<file path="config.mk">
export PLATFORM = sky130hd
export DESIGN_NAME = acq_trigger_top
export DESIGN_NICKNAME = d
export VERILOG_FILES = /design/src/acq_pkg.sv /design/src/acq_event_fifo.sv /design/src/acq_trigger_top.sv /design/src/channel_acq_controller_cbuf.sv /design/src/ttc_trigger_frontend.sv
export SDC_FILE = /design/constraint.sdc
export NUM_CORES = 1
export LEC_CHECK = 0
export CORE_MARGIN = 2
export CORE_UTILIZATION = 35
export CTS_BUF_LIST = sky130_fd_sc_hd__clkbuf_4
export CTS_CLUSTER_SIZE = 12
export DETAILED_ROUTE_END_ITERATION = 6
export DONT_BUFFER_PORTS = 1
export SETUP_SLACK_MARGIN = 0.02
export SLEW_MARGIN = 40
export SYNTH_ARGS = -nofsm -noshare
export SYNTH_HDL_FRONTEND = slang
export SYNTH_SLANG_ARGS = --single-unit
</file>
<file path="constraint.sdc">
create_clock -name clk -period 3.71 [get_ports clk]
set_input_delay 0.742 -clock clk [delete_from_list [all_inputs] [get_ports clk]]
set_output_delay 0.742 -clock clk [all_outputs]
set_load 0.01 [all_outputs]
</file>
<file path="src/acq_pkg.sv">
// shared widths, channel count, one-hot state indices and event word layout
package acq_pkg;

  // digitizer crate geometry
  localparam int num_chan = 5;

  // field widths
  localparam int trig_type_w = 5;   // ttc trigger type code
  localparam int trig_num_w  = 24;  // running trigger number
  localparam int delay_w     = 32;  // programmable trigger delay
  localparam int event_w     = 32;  // event information word
  localparam int lost_w      = 16;  // saturating lost trigger counter

  // one-hot state bit positions of the acquisition controller
  localparam int st_idle  = 0;
  localparam int st_delay = 1;
  localparam int st_fill  = 2;
  localparam int st_store = 3;
  localparam int num_states = 4;

  // event word from msb down holds 3 zero bits, type and number
  localparam int evt_num_lsb  = 0;
  localparam int evt_type_lsb = evt_num_lsb + trig_num_w;  // bit 24

endpackage

</file>
<file path="src/acq_event_fifo.sv">
// first-word-fall-through event fifo with occupancy count
`timescale 1ns/1ps

module acq_event_fifo #(
  parameter int fifo_depth = 16
) (
  input  logic                               clk,
  input  logic                               reset,
  input  logic                               wr_valid,
  input  logic [acq_pkg::event_w-1:0]        wr_data,
  output logic                               wr_ready,  // not full
  input  logic                               rd,        // pop strobe
  output logic [acq_pkg::event_w-1:0]        rd_data,   // head word
  output logic                               empty,
  output logic [$clog2(fifo_depth+1)-1:0]    count
);

  localparam int ptr_w = (fifo_depth > 1) ? $clog2(fifo_depth) : 1;
  localparam int cnt_w = $clog2(fifo_depth + 1);

  logic [acq_pkg::event_w-1:0] mem [fifo_depth];
  logic [ptr_w-1:0]            wr_ptr;
  logic [ptr_w-1:0]            rd_ptr;
  logic                        do_wr;
  logic                        do_rd;

  assign empty    = (count == '0);
  assign wr_ready = (count != cnt_w'(fifo_depth));
  assign do_wr    = wr_valid & wr_ready;
  assign do_rd    = rd & ~empty;  // read on empty ignored

  assign rd_data = mem[rd_ptr];  // head falls through

  // wrap at depth, so non power-of-two also works
  function automatic logic [ptr_w-1:0] ptr_inc(input logic [ptr_w-1:0] p);
    if (p == ptr_w'(fifo_depth - 1)) begin
      return '0;
    end
    return p + 1'b1;
  endfunction

  // pointers and occupancy
  always_ff @(posedge clk) begin
    if (reset) begin
      wr_ptr <= '0;
      rd_ptr <= '0;
      count  <= '0;
    end else begin
      if (do_wr) begin
        wr_ptr <= ptr_inc(wr_ptr);
      end
      if (do_rd) begin
        rd_ptr <= ptr_inc(rd_ptr);
      end
      case ({do_wr, do_rd})
        2'b10:   count <= count + 1'b1;
        2'b01:   count <= count - 1'b1;
        default: count <= count;  // both or neither
      endcase
    end
  end

  // storage
  always_ff @(posedge clk) begin
    if (do_wr) begin
      mem[wr_ptr] <= wr_data;
    end
  end

endmodule

</file>
<file path="src/acq_trigger_top.sv">
// trigger acquisition subsystem top: front end, acquisition controller, event fifo
`timescale 1ns/1ps

module acq_trigger_top #(
  parameter int fifo_depth = 16
) (
  input  logic                            clk,
  input  logic                            reset,

  // ttc side
  input  logic                            trigger,
  input  logic [acq_pkg::trig_type_w-1:0] trig_type,

  // configuration
  input  logic [acq_pkg::num_chan-1:0]    chan_en,
  input  logic [acq_pkg::delay_w-1:0]     trig_delay,
  input  logic                            async_mode,
  input  logic                            cbuf_mode,

  // channels
  input  logic [acq_pkg::num_chan-1:0]    acq_dones,
  output logic                            acq_ready,
  output logic [acq_pkg::num_chan-1:0]    acq_trig,
  output logic [2*acq_pkg::num_chan-1:0]  acq_enable,

  // status
  output logic [acq_pkg::num_states-1:0]  state,
  output logic [acq_pkg::trig_num_w-1:0]  trig_count,
  output logic [acq_pkg::lost_w-1:0]      lost_count,

  // readout port
  input  logic                            evt_rd,
  output logic [acq_pkg::event_w-1:0]     evt_data,
  output logic                            evt_empty,
  output logic [$clog2(fifo_depth+1)-1:0] evt_count
);

  // front end to controller
  logic                            acc_trig;
  logic [acq_pkg::trig_type_w-1:0] acc_type;
  logic [acq_pkg::trig_num_w-1:0]  acc_num;

  // controller to fifo
  logic                            fifo_valid;
  logic                            fifo_ready;
  logic [acq_pkg::event_w-1:0]     fifo_data;

  ttc_trigger_frontend u_frontend (
    .clk        (clk),
    .reset      (reset),
    .trigger    (trigger),
    .trig_type  (trig_type),
    .acq_ready  (acq_ready),
    .async_mode (async_mode),
    .cbuf_mode  (cbuf_mode),
    .acc_trig   (acc_trig),
    .acc_type   (acc_type),
    .acc_num    (acc_num),
    .trig_count (trig_count),
    .lost_count (lost_count)
  );

  channel_acq_controller_cbuf u_ctrl (
    .clk        (clk),
    .reset      (reset),
    .chan_en    (chan_en),
    .trig_delay (trig_delay),
    .acc_trig   (acc_trig),
    .acc_type   (acc_type),
    .acc_num    (acc_num),
    .acq_ready  (acq_ready),
    .acq_dones  (acq_dones),
    .acq_enable (acq_enable),
    .acq_trig   (acq_trig),
    .fifo_ready (fifo_ready),
    .fifo_valid (fifo_valid),
    .fifo_data  (fifo_data),
    .state      (state)
  );

  acq_event_fifo #(
    .fifo_depth (fifo_depth)
  ) u_fifo (
    .clk      (clk),
    .reset    (reset),
    .wr_valid (fifo_valid),
    .wr_data  (fifo_data),
    .wr_ready (fifo_ready),
    .rd       (evt_rd),
    .rd_data  (evt_data),
    .empty    (evt_empty),
    .count    (evt_count)
  );

endmodule

</file>
<file path="src/channel_acq_controller_cbuf.sv">
// circular buffer acquisition controller: delay, channel trigger, done collection, event store
`timescale 1ns/1ps

module channel_acq_controller_cbuf (
  input  logic                            clk,
  input  logic                            reset,

  // configuration
  input  logic [acq_pkg::num_chan-1:0]    chan_en,     // channels taking part
  input  logic [acq_pkg::delay_w-1:0]     trig_delay,  // cycles between accept and fill

  // accepted trigger from the front end
  input  logic                            acc_trig,
  input  logic [acq_pkg::trig_type_w-1:0] acc_type,
  input  logic [acq_pkg::trig_num_w-1:0]  acc_num,
  output logic                            acq_ready,

  // channel fpga lines
  input  logic [acq_pkg::num_chan-1:0]    acq_dones,
  output logic [2*acq_pkg::num_chan-1:0]  acq_enable,  // two bits per channel
  output logic [acq_pkg::num_chan-1:0]    acq_trig,

  // event fifo write side
  input  logic                            fifo_ready,
  output logic                            fifo_valid,
  output logic [acq_pkg::event_w-1:0]     fifo_data,

  // status
  output logic [acq_pkg::num_states-1:0]  state         // one-hot
);

  logic [acq_pkg::num_states-1:0]  nextstate;
  logic [acq_pkg::trig_type_w-1:0] type_q;      // latched at acceptance
  logic [acq_pkg::trig_num_w-1:0]  num_q;
  logic [acq_pkg::num_chan-1:0]    next_acq_trig;
  logic [acq_pkg::delay_w-1:0]     delay_cnt;
  logic                            delay_done;
  logic                            all_done;

  // last delay cycle when the count reaches trig_delay - 1
  assign delay_done = (delay_cnt == trig_delay - 1'b1);

  // every enabled channel has reported back
  assign all_done = (acq_dones == chan_en);

  // circular buffers keep filling while the type is nonzero
  assign acq_enable = {acq_pkg::num_chan{type_q[1:0]}};

  assign acq_ready = state[acq_pkg::st_idle];

  // event word is static while in store
  always_comb begin
    fifo_data = '0;                                                // top 3 bits stay zero
    fifo_data[acq_pkg::evt_type_lsb +: acq_pkg::trig_type_w] = type_q;
    fifo_data[acq_pkg::evt_num_lsb  +: acq_pkg::trig_num_w]  = num_q;
  end

  // next state and channel trigger
  always_comb begin
    nextstate     = '0;
    next_acq_trig = '0;

    case (1'b1)
      state[acq_pkg::st_idle]: begin
        if (acc_trig) begin  // mode gating already done upstream
          if (trig_delay != '0) begin
            nextstate[acq_pkg::st_delay] = 1'b1;
          end else begin
            nextstate[acq_pkg::st_fill] = 1'b1;
          end
        end else begin
          nextstate[acq_pkg::st_idle] = 1'b1;
        end
      end

      state[acq_pkg::st_delay]: begin
        if (delay_done) begin
          nextstate[acq_pkg::st_fill] = 1'b1;
        end else begin
          nextstate[acq_pkg::st_delay] = 1'b1;
        end
      end

      // hold trigger on enabled channels until all are done
      state[acq_pkg::st_fill]: begin
        next_acq_trig = chan_en;
        if (all_done) begin
          nextstate[acq_pkg::st_store] = 1'b1;
        end else begin
          nextstate[acq_pkg::st_fill] = 1'b1;
        end
      end

      // wait here while the fifo is full
      state[acq_pkg::st_store]: begin
        if (fifo_ready) begin
          nextstate[acq_pkg::st_idle] = 1'b1;
        end else begin
          nextstate[acq_pkg::st_store] = 1'b1;
        end
      end

      default: begin
        nextstate[acq_pkg::st_idle] = 1'b1;  // recover from a corrupt state
      end
    endcase
  end

  // control registers
  always_ff @(posedge clk) begin
    if (reset) begin
      state      <= '0;
      state[acq_pkg::st_idle] <= 1'b1;
      type_q     <= '0;  // clears acq_enable
      acq_trig   <= '0;
      fifo_valid <= 1'b0;
    end else begin
      state      <= nextstate;
      acq_trig   <= next_acq_trig;                 // one cycle behind fill
      fifo_valid <= nextstate[acq_pkg::st_store];  // high for every store cycle
      if (state[acq_pkg::st_idle] && acc_trig) begin
        type_q <= acc_type;
      end
    end
  end

  // trigger number latch
  always_ff @(posedge clk) begin
    if (state[acq_pkg::st_idle] && acc_trig) begin
      num_q <= acc_num;
    end
  end

  // delay counter restarts on acceptance, runs only in delay
  always_ff @(posedge clk) begin
    if (reset || acc_trig) begin
      delay_cnt <= '0;
    end else if (state[acq_pkg::st_delay]) begin
      delay_cnt <= delay_cnt + 1'b1;
    end
  end

endmodule

</file>
<file path="src/ttc_trigger_frontend.sv">
// trigger front end: readiness and mode gate, trigger numbering, lost trigger count
`timescale 1ns/1ps

module ttc_trigger_frontend (
  input  logic                           clk,
  input  logic                           reset,
  input  logic                           trigger,     // single cycle strobe from ttc rx
  input  logic [acq_pkg::trig_type_w-1:0] trig_type,
  input  logic                           acq_ready,   // controller idle
  input  logic                           async_mode,
  input  logic                           cbuf_mode,
  output logic                           acc_trig,    // accepted strobe, one cycle
  output logic [acq_pkg::trig_type_w-1:0] acc_type,
  output logic [acq_pkg::trig_num_w-1:0]  acc_num,
  output logic [acq_pkg::trig_num_w-1:0]  trig_count,
  output logic [acq_pkg::lost_w-1:0]      lost_count
);

  logic mode_ok;    // circular buffer mode and not async readout
  logic busy;       // controller cannot take a new trigger
  logic accept;
  logic lost;

  assign mode_ok = cbuf_mode & ~async_mode;

  // acq_ready is still high in the cycle acc_trig is out,
  // so a strobe already in flight also counts as busy
  assign busy   = ~acq_ready | acc_trig;
  assign accept = trigger & mode_ok & ~busy;
  assign lost   = trigger & mode_ok & busy;

  // strobe and counters
  always_ff @(posedge clk) begin
    if (reset) begin
      acc_trig   <= 1'b0;
      trig_count <= '0;
      lost_count <= '0;
    end else begin
      acc_trig <= accept;
      if (accept) begin
        trig_count <= trig_count + 1'b1;  // number of next trigger
      end
      if (lost && (lost_count != {acquire_lost_max()})) begin
        lost_count <= lost_count + 1'b1;  // saturates at all ones
      end
    end
  end

  // payload travels with the strobe
  always_ff @(posedge clk) begin
    if (accept) begin
      acc_type <= trig_type;
      acc_num  <= trig_count;  // first trigger after reset is number 0
    end
  end

  // all ones value of the lost counter
  function automatic logic [acq_pkg::lost_w-1:0] acquire_lost_max();
    return '1;
  endfunction

endmodule
</file>
==> metrics.txt, run 1 <==
worst r2r src u_fifo.count[0]$_SDFFE_PP0P_; r2r worst-path depth 12; CTS max path bufs 3; fin area 0.0288 mm2; CORE AREA 0.0700 mm2; mux share of post-synthesis cell area 13.6%; fraction of layout instances using a drive strength above 1 29.4%; Clock Skews ~0.046 ns; vias in the first global route 13900; DRC 0; outcome finished clean; pin count of the biggest net entering global routing 63; FF-to-FF End u_fifo.count[4]$_SDFFE_PP0P_; Detailed Route Iter0 Violations 1021; Hold Fails Final Rpt 0; Sink Count 621; max_slew headroom 52.4%; internal power approximately 11 mW; leakage power total 9.08 nW; routed wire length 57600 um; NetSw ~2.9 mW; clock transition time at the flip-flop clock pins of the worst setup and hold paths 0.06 ns; DIE WIDTH 270 um; wire per inst 22.0 um; antenna-violating nets left 0; R2R Setup Slk 0.56 ns; clock buffer count from CTS around 160; number of I/O pins 151; FFs w/ async S/R, synth 0%; Crit path top cell by count mux4_2; Critical Path RT around 3.0 ns; post-synth cell types 67; Switching Share 21.1%; Crit Path Class flip-flop to output port; die area 0.0728 mm2; Setup Viol. Count Final 0; slowest CP cell mux4_2; crit path launch type flip-flop; Critical Path End evt_data[20]; DR vias/cell 5.06; worst slack at placement roughly 0.19 ns; std cell rows 97; Setup crit end kind output port; Peak VDD IR 0.225 mV; Synth Flop Type edfxtp_1; Seq pwr share 55.4%; complex-gate fraction of the synthesized area under 10%; largest family of logic cells by synthesized area multiplexers; Layout Nets 1627; Tmin final approximately 3.6 ns; Final Max Slew Viols 0; Clk Latency, worst-skew pair roughly 0.98 ns; Synth Area in Simple Gates 7.08%; total track usage 16.0%; CTS Root Buffer Type clkbuf_4; clock network power share between 40% and 50%; Max-Cap Viols 0; Power Density around 470 mW/mm2; Seq/Total Area, Yosys a little under three quarters; Initial Util 35.3%; Synth Area per Inst 17.6 um2; Peak Freq 281 MHz; Post-synth EDFFs 517; Mapped Cells 1401; H-tree Lvls 4; Hold Path Class input port to flip-flop; Die Ht 270 um; synth warn 0; Synth Cell Area between 0.02 and 0.025 mm2; fill count 6311; critical path, cell by cell buf_12, clkbuf_16, mux4_2, mux4_2; data arrival time of the worst path 2.82 ns; final worst slack 0.150 ns; unrepaired setup endpoints after global routing true; global-route wire length before repair 86500 um; Crit path largest cell delay 0.55 ns; routed vias 13300; hold path depth 3; Final period util a little over nine tenths; CTS tree yes; flops & latches, synth 621; initial antenna violation count 3; Placer Congestion 0.800; area share of xor/xnor cells in the synthesized design 3.79%; dpl cell area about 0.026 mm2; first drt pass iteration count 7; adder-cell share of the synthesized area 0.739%; combinational share of power 1.0%; HPWL Detailed approximately 33000 um; grt total ovfl 0; CP Max Fanout 6; Syn-to-layout area delta 16.4%; Slew @ Worst Pin 0.710 ns; port bufs 0
state kept, by name, indices dropped and copies added (netlist names), 5 cells and up, named ones only:
| register | cells |
|---|---|
| u_frontend.lost_count | 16 |
| u_frontend.acc_type | 5 |
| u_fifo.mem | 464 |
| u_ctrl.delay_cnt | 32 |
| u_fifo.count | 5 |
| u_frontend.trig_count | 24 |
| u_frontend.acc_num | 24 |
| u_ctrl.type_q | 5 |
| u_ctrl.num_q | 24 |
| u_ctrl.acq_trig | 5 |
power by group through the flow:
stage	Clock (mW)	Combinational (mW)	Sequential [mW]
final	5.93	0.129	7.54
after global placement	0	0.102	7.69
after detailed placement	0	0.105	7.70
after global routing	6.49	0.144	7.54
after CTS	6.13	0.131	7.54
after floorplan	0	0.0952	7.68
worst max-delay path: cells and delay by family (launching register included):
family                 cells  cell delay, ns
buffers and inverters      2            0.33
multiplexers               2            1.07
flip-flops                 1            0.45
kinds of logic after synthesis:
| kind of cell | count (synthesis) |
|---|---|
| and+or+nand+nor | 340 |
| other | 1 |
| AOI/OAI and AO/OA | 80 |
| xor gates and xnor gates | 107 |
| adders and majority gates | 14 |
| buffers and inverters | 84 |
| muxes | 154 |
| DFF | 621 |
worst min path at each step:
stage,start,endpoint,slack [ns]
CTS,trig_delay[31],u_ctrl.state[1]$_SDFF_PP0_,0.01
global placement,u_frontend.acc_num[6]$_DFFE_PP_,u_ctrl.num_q[6]$_DFFE_PP_,0.40
floorplan,u_frontend.acc_num[0]$_DFFE_PP_,u_ctrl.num_q[0]$_DFFE_PP_,0.40
global route,trig_delay[31],u_ctrl.state[1]$_SDFF_PP0_,0.10
finish,trig_delay[31],u_ctrl.state[1]$_SDFF_PP0_,0.15
detailed placement,u_frontend.acc_num[6]$_DFFE_PP_,u_ctrl.num_q[6]$_DFFE_PP_,0.40
cells in the final DEF (no fill, tap or decap), types with 6 or more instances in the layout:
master           n
nand2b_1         6
buf_12          18
buf_16           8
xor2_1          56
nor2_4          12
nand3_1         24
and2_1           9
edfxtp_1       517
nand4_1         21
mux4_2         145
clkinv_1        21
nor2b_1          9
and3_1          20
ha_1            13
inv_1           16
nor3_1          24
dfxtp_1         98
nand2_1         62
mux2i_1          8
a21oi_1         30
nor2_1          98
buf_4           19
or3_1           17
clkbuf_4       240
o21ai_0         16
dlygate4sd3_1   12
xnor2_1         51
synth_stat cells (all sizes together), types with 2 or more instances:
cell / instances / area share, %
a211oi: 2 / 0.10
a21o: 4 / 0.12
a21oi: 30 / 0.61
a31oi: 5 / 0.13
and2: 11 / 0.28
and3: 20 / 0.51
and4: 3 / 0.11
and4b: 2 / 0.081
buf: 26 / 0.64
clkbuf: 41 / 0.62
dfxtp: 104 / 8.4
edfxtp: 517 / 63
ha: 13 / 0.66
inv: 16 / 0.24
mux2i: 8 / 0.32
mux4: 145 / 13
nand2: 62 / 0.94
nand2b: 6 / 0.15
nand3: 25 / 0.53
nand4: 22 / 0.58
nand4b: 2 / 0.071
nor2: 110 / 1.7
nor2b: 9 / 0.23
nor3: 29 / 0.61
nor3b: 2 / 0.061
nor4: 9 / 0.46
nor4b: 3 / 0.11
o211ai: 2 / 0.061
o21a: 4 / 0.12
o21ai: 17 / 0.34
o21bai: 2 / 0.061
or2: 2 / 0.051
or3: 17 / 0.43
or4: 2 / 0.076
xnor2: 51 / 1.8
xor2: 56 / 2.0
per-layer routing:
layer / vias to the layer above / GRT usage, % / part of all wire [%]
met5: - / 0 / 0
met4: 0 / 5.72 / 2.0
met3: 72 / 4.95 / 6.9
met2: 433 / 26.6 / 50
met1: 6829 / 19.8 / 41
li1: 5923 / - / -
per-stage QoR:
step	cells	hold slack (ns)	setup TNS, ns	total power, mW	util [%]
6_report	2618	0.149	0	13.6	41.1
5_1_grt	2618	0.103	-0.0143	14.2	41.1
4_1_cts	2610	0.0102	0	13.8	40.9
3_5_place_dp	2309	0.405	0	7.80	37.4
3_3_place_gp	2309	0.402	0	7.79	37.4
2_1_floorplan	1403	0.400	0	7.77	-
repair_timing:
item                                   CTS  global route
gates cloned                             3             4
setup buffers                            8             2
pin swaps                                0             0
hold buffers                            13             0
gates resized for setup                  9             1
endpoints found under the hold margin   77             0
setup endpoints to repair               29             6
final cells by class:
class	instances	area [um2]	share of cell area (%)
Timing Repair Buffer	63	973	3.38
Inverter	17	63.8	0.222
Clock inverter	37	273	0.948
Sequential cell	621	17600	61.2
Multi-Input combinational cell	698	6860	23.8
Antenna cell	2	5.00	0.0174
Clock buffer	240	1800	6.26
Tap cell	940	1180	4.09
Power figures use the tool's default switching activity.
==> run 2: changes to the inputs <==
--- a/config.mk
+++ b/config.mk
@@ -5,12 +5,14 @@
 export SDC_FILE = /design/constraint.sdc
 export NUM_CORES = 1
 export LEC_CHECK = 0
+export ABC_AREA = 1
 export CORE_MARGIN = 2
 export CORE_UTILIZATION = 35
 export CTS_BUF_LIST = sky130_fd_sc_hd__clkbuf_4
 export CTS_CLUSTER_SIZE = 12
 export DETAILED_ROUTE_END_ITERATION = 6
 export DONT_BUFFER_PORTS = 1
+export GPL_ROUTABILITY_DRIVEN = 0
 export SETUP_SLACK_MARGIN = 0.02
 export SLEW_MARGIN = 40
 export SYNTH_ARGS = -nofsm -noshare
==> run 2 against run 1 <==
Against the previous run: via count increased by 33%; final area increased by 4.0%; hold slack lost 0.0022 ns; wire length grew 18%; maximum frequency rose by 2.7%; register-to-register slack improved by 0.26 ns; sequential cell count is the same; first-iteration DRC count rose by 29%; clock power fell by 0.7%; critical path type unchanged.
==> metrics.txt, run 2 <==
Synth area leaders edfxtp_1, dfxtp_1, mux2i_1 (was edfxtp_1, mux4_2, dfxtp_1); dpl cell area 0.0277 mm2 (was 0.0262 mm2); Clock Skews 0.0600 ns (was 0.0462 ns); outcome finished clean (unchanged); CTS Root Buffer Type clkbuf_4 (unchanged); crit path launch type flip-flop (unchanged); Seq/Total Area, Yosys 66.8% (was 71.2%); global-route wire length before repair 102000 um (was 86500 um); antenna-violating nets left 0 (unchanged); clock buffer count from CTS 162 (was 159); Hold Fails Final Rpt 0 (unchanged); Mapped Cells 2261 (was 1401); routed vias 17600 (was 13300); Final period util 93.4% (was 95.9%); Synth top cells by count edfxtp_1, inv_1, nand2_1 (was edfxtp_1, mux4_2, nor2_1); grt total ovfl 0 (unchanged); Crit Path Class flip-flop to output port (unchanged); synth warn 0 (unchanged); data arrival time of the worst path 2.72 ns (was 2.82 ns); commonest cells after routing, fill and taps aside edfxtp_1, inv_1, nand2_1 (was edfxtp_1, clkbuf_4, mux4_2); DP Cell Count 3168 (was 2309); number of I/O pins 151 (unchanged); CTS tree yes (unchanged); routed wire length 67700 um (was 57600 um); top-count cell post-synth edfxtp_1 (unchanged); Synth Cell Area 0.0264 mm2 (was 0.0247 mm2); Power Density 568 mW/mm2 (was 473 mW/mm2); fin area 0.0299 mm2 (was 0.0288 mm2); worst r2r src u_fifo.count[1]$_SDFFE_PP0P_ (was u_fifo.count[0]$_SDFFE_PP0P_); Peak Freq 289 MHz (was 281 MHz); Largest register FFs 464 (unchanged); Max-Cap Viols 0 (unchanged); pin count of the biggest net entering global routing 117 (was 63); DIE WIDTH 278 um (was 270 um); CTS max path bufs 3 (unchanged); Synth Area per Inst 11.7 um2 (was 17.6 um2); fraction of layout instances using a drive strength above 1 14.7% (was 29.4%); fill count 7021 (was 6311); Clk Latency, worst-skew pair 0.96 ns (was 0.98 ns); Peak VDD IR 0.395 mV (was 0.225 mV); FFs w/ async S/R, synth 0% (unchanged); most common cell after layout, fill and taps aside edfxtp_1 (unchanged); Setup crit end kind output port (unchanged); die area 0.0775 mm2 (was 0.0728 mm2); unrepaired setup endpoints after global routing true (unchanged); cell accounting for the most synthesized area edfxtp_1 (unchanged); Yosys top cell area share 58.9% (was 62.8%); CORE AREA 0.0744 mm2 (was 0.0700 mm2); max_slew headroom 45.7% (was 52.4%); Synth Flop Type edfxtp_1 (unchanged); initial antenna violation count 1 (was 3); Slew @ Worst Pin 0.812 ns (was 0.710 ns); Worst Hold Launch trig_delay[29] (was trig_delay[31]); H-tree Lvls 4 (unchanged); CP Max Fanout 69 (was 6); wire per inst 19.5 um (was 22.0 um); Top Registers u_fifo.mem (464), u_ctrl.delay_cnt (32) (unchanged); HPWL Detailed 40100 um (was 32800 um); Layout Nets 2443 (was 1627); DRC 0 (unchanged); Die Ht 278 um (was 270 um); DR vias/cell 5.07 (was 5.06); Final Max Slew Viols 0 (unchanged); Tmin final 3.47 ns (was 3.56 ns); Detailed Route Iter0 Violations 1320 (was 1021); Layout Cells excl Fill 3469 (was 2618); post-layout util 40.2% (was 41.1%); Setup Viol. Count Final 0 (unchanged); Initial Util 35.4% (was 35.3%); leakage power total 10.4 nW (was 9.08 nW); flops & latches, synth 621 (unchanged); largest reg by FF count u_fifo.mem (unchanged); Critical Path RT 2.97 ns (about the same); vias in the first global route 17600 (was 13900); port bufs 0 (unchanged); Pwr Total 17.0 mW (was 13.6 mW); buffer count from post-CTS setup fixing 0 (was 8); Syn-to-layout area delta 13.5% (was 16.4%); Sink Count 621 (unchanged); clock transition time at the flip-flop clock pins of the worst setup and hold paths 0.06 ns (about the same); Hold Path Class input port to flip-flop (unchanged); Post-synth EDFFs 517 (unchanged); post-synth cell types 46 (was 67); first drt pass iteration count 5 (was 7); std cell rows 100 (was 97); total track usage 17.3% (was 16.0%)
==> run 2: logic make-up (layout without fill, tap and decap cells) <==
group	count (synthesis)	in the layout	synth area share [%]
flip-flops	621	621	66.8
buffers and inverters	372	607	5.60
AND/OR/NAND/NOR	581	581	9.91
adder cells (fa/ha/maj)	14	14	0.693
XOR/XNOR	45	45	1.50
other	1	5	0.0142
multiplexers	116	116	4.41
AO/OA/AOI/OAI	511	511	11.1
==> run 2: final cells by class <==
| class | count | area [um2] | share of cell area, % |
|---|---|---|---|
| Tap cell | 969 | 1210 | 4.05 |
| Clock buffer | 236 | 1770 | 5.92 |
| Antenna cell | 2 | 5.00 | 0.0167 |
| Multi-Input combinational cell | 1270 | 7390 | 24.7 |
| Timing Repair Buffer | 54 | 612 | 2.05 |
| Sequential cell | 621 | 17600 | 58.9 |
| Inverter | 267 | 1000 | 3.35 |
| Clock inverter | 50 | 299 | 1.00 |
==> run 2: worst paths after layout <==
path / endpoint / slack [ns] / depth (start not counted)
worst max-delay path: evt_data[8] / 0.24 / 5
worst max register to register: u_fifo.count[4]$_SDFFE_PP0P_ / 0.82 / 13
worst min-delay path: u_ctrl.state[2]$_SDFF_PP0_ / 0.15 / 5
worst min register to register: u_ctrl.num_q[16]$_DFFE_PP_ / 0.41 / 0
==> run 2: layer usage <==
layer / vias up / GRT usage, % / part of all wire (%)
met5: - / 0 / 0
met2: 638 / 26.6 / 46
met1: 8490 / 22.4 / 44
li1: 8354 / - / -
met3: 105 / 5.98 / 8.6
met4: 0 / 7.04 / 2.2
==> run 2: where the power goes <==
group | total, mW | switching [mW] | internal, mW | leakage, nW
combinational | 3.39 | 2.20 | 1.19 | 3.66
clock | 5.89 | 2.76 | 3.13 | 1.23
sequential | 7.70 | 0.158 | 7.54 | 5.47
==> run 2: what timing repair did <==
action	4_1_cts	5_1_grt
hold buffers	11	0
endpoints found under the setup margin	0	5
hold endpoints to repair	33	0
gates resized for setup	0	2
==> run 2: critical path, cell delays in order (launching register included) <==
cell and delay (ns):
dfxtp_4 0.67, buf_12 0.35, mux2i_1 0.23, o21ai_0 0.10, o211ai_1 0.20, nand2_1 0.18
==> run 2: through the flow <==
step	TNS (ns)	setup WS, ns	hold WS (ns)
global placement	0	0.915	0.401
global route	-0.0289	-0.0144	0.0674
finish	0	0.244	0.146
detailed placement	0	0.910	0.405
floorplan	0	0.302	0.400
CTS	0	0.0821	0.00679
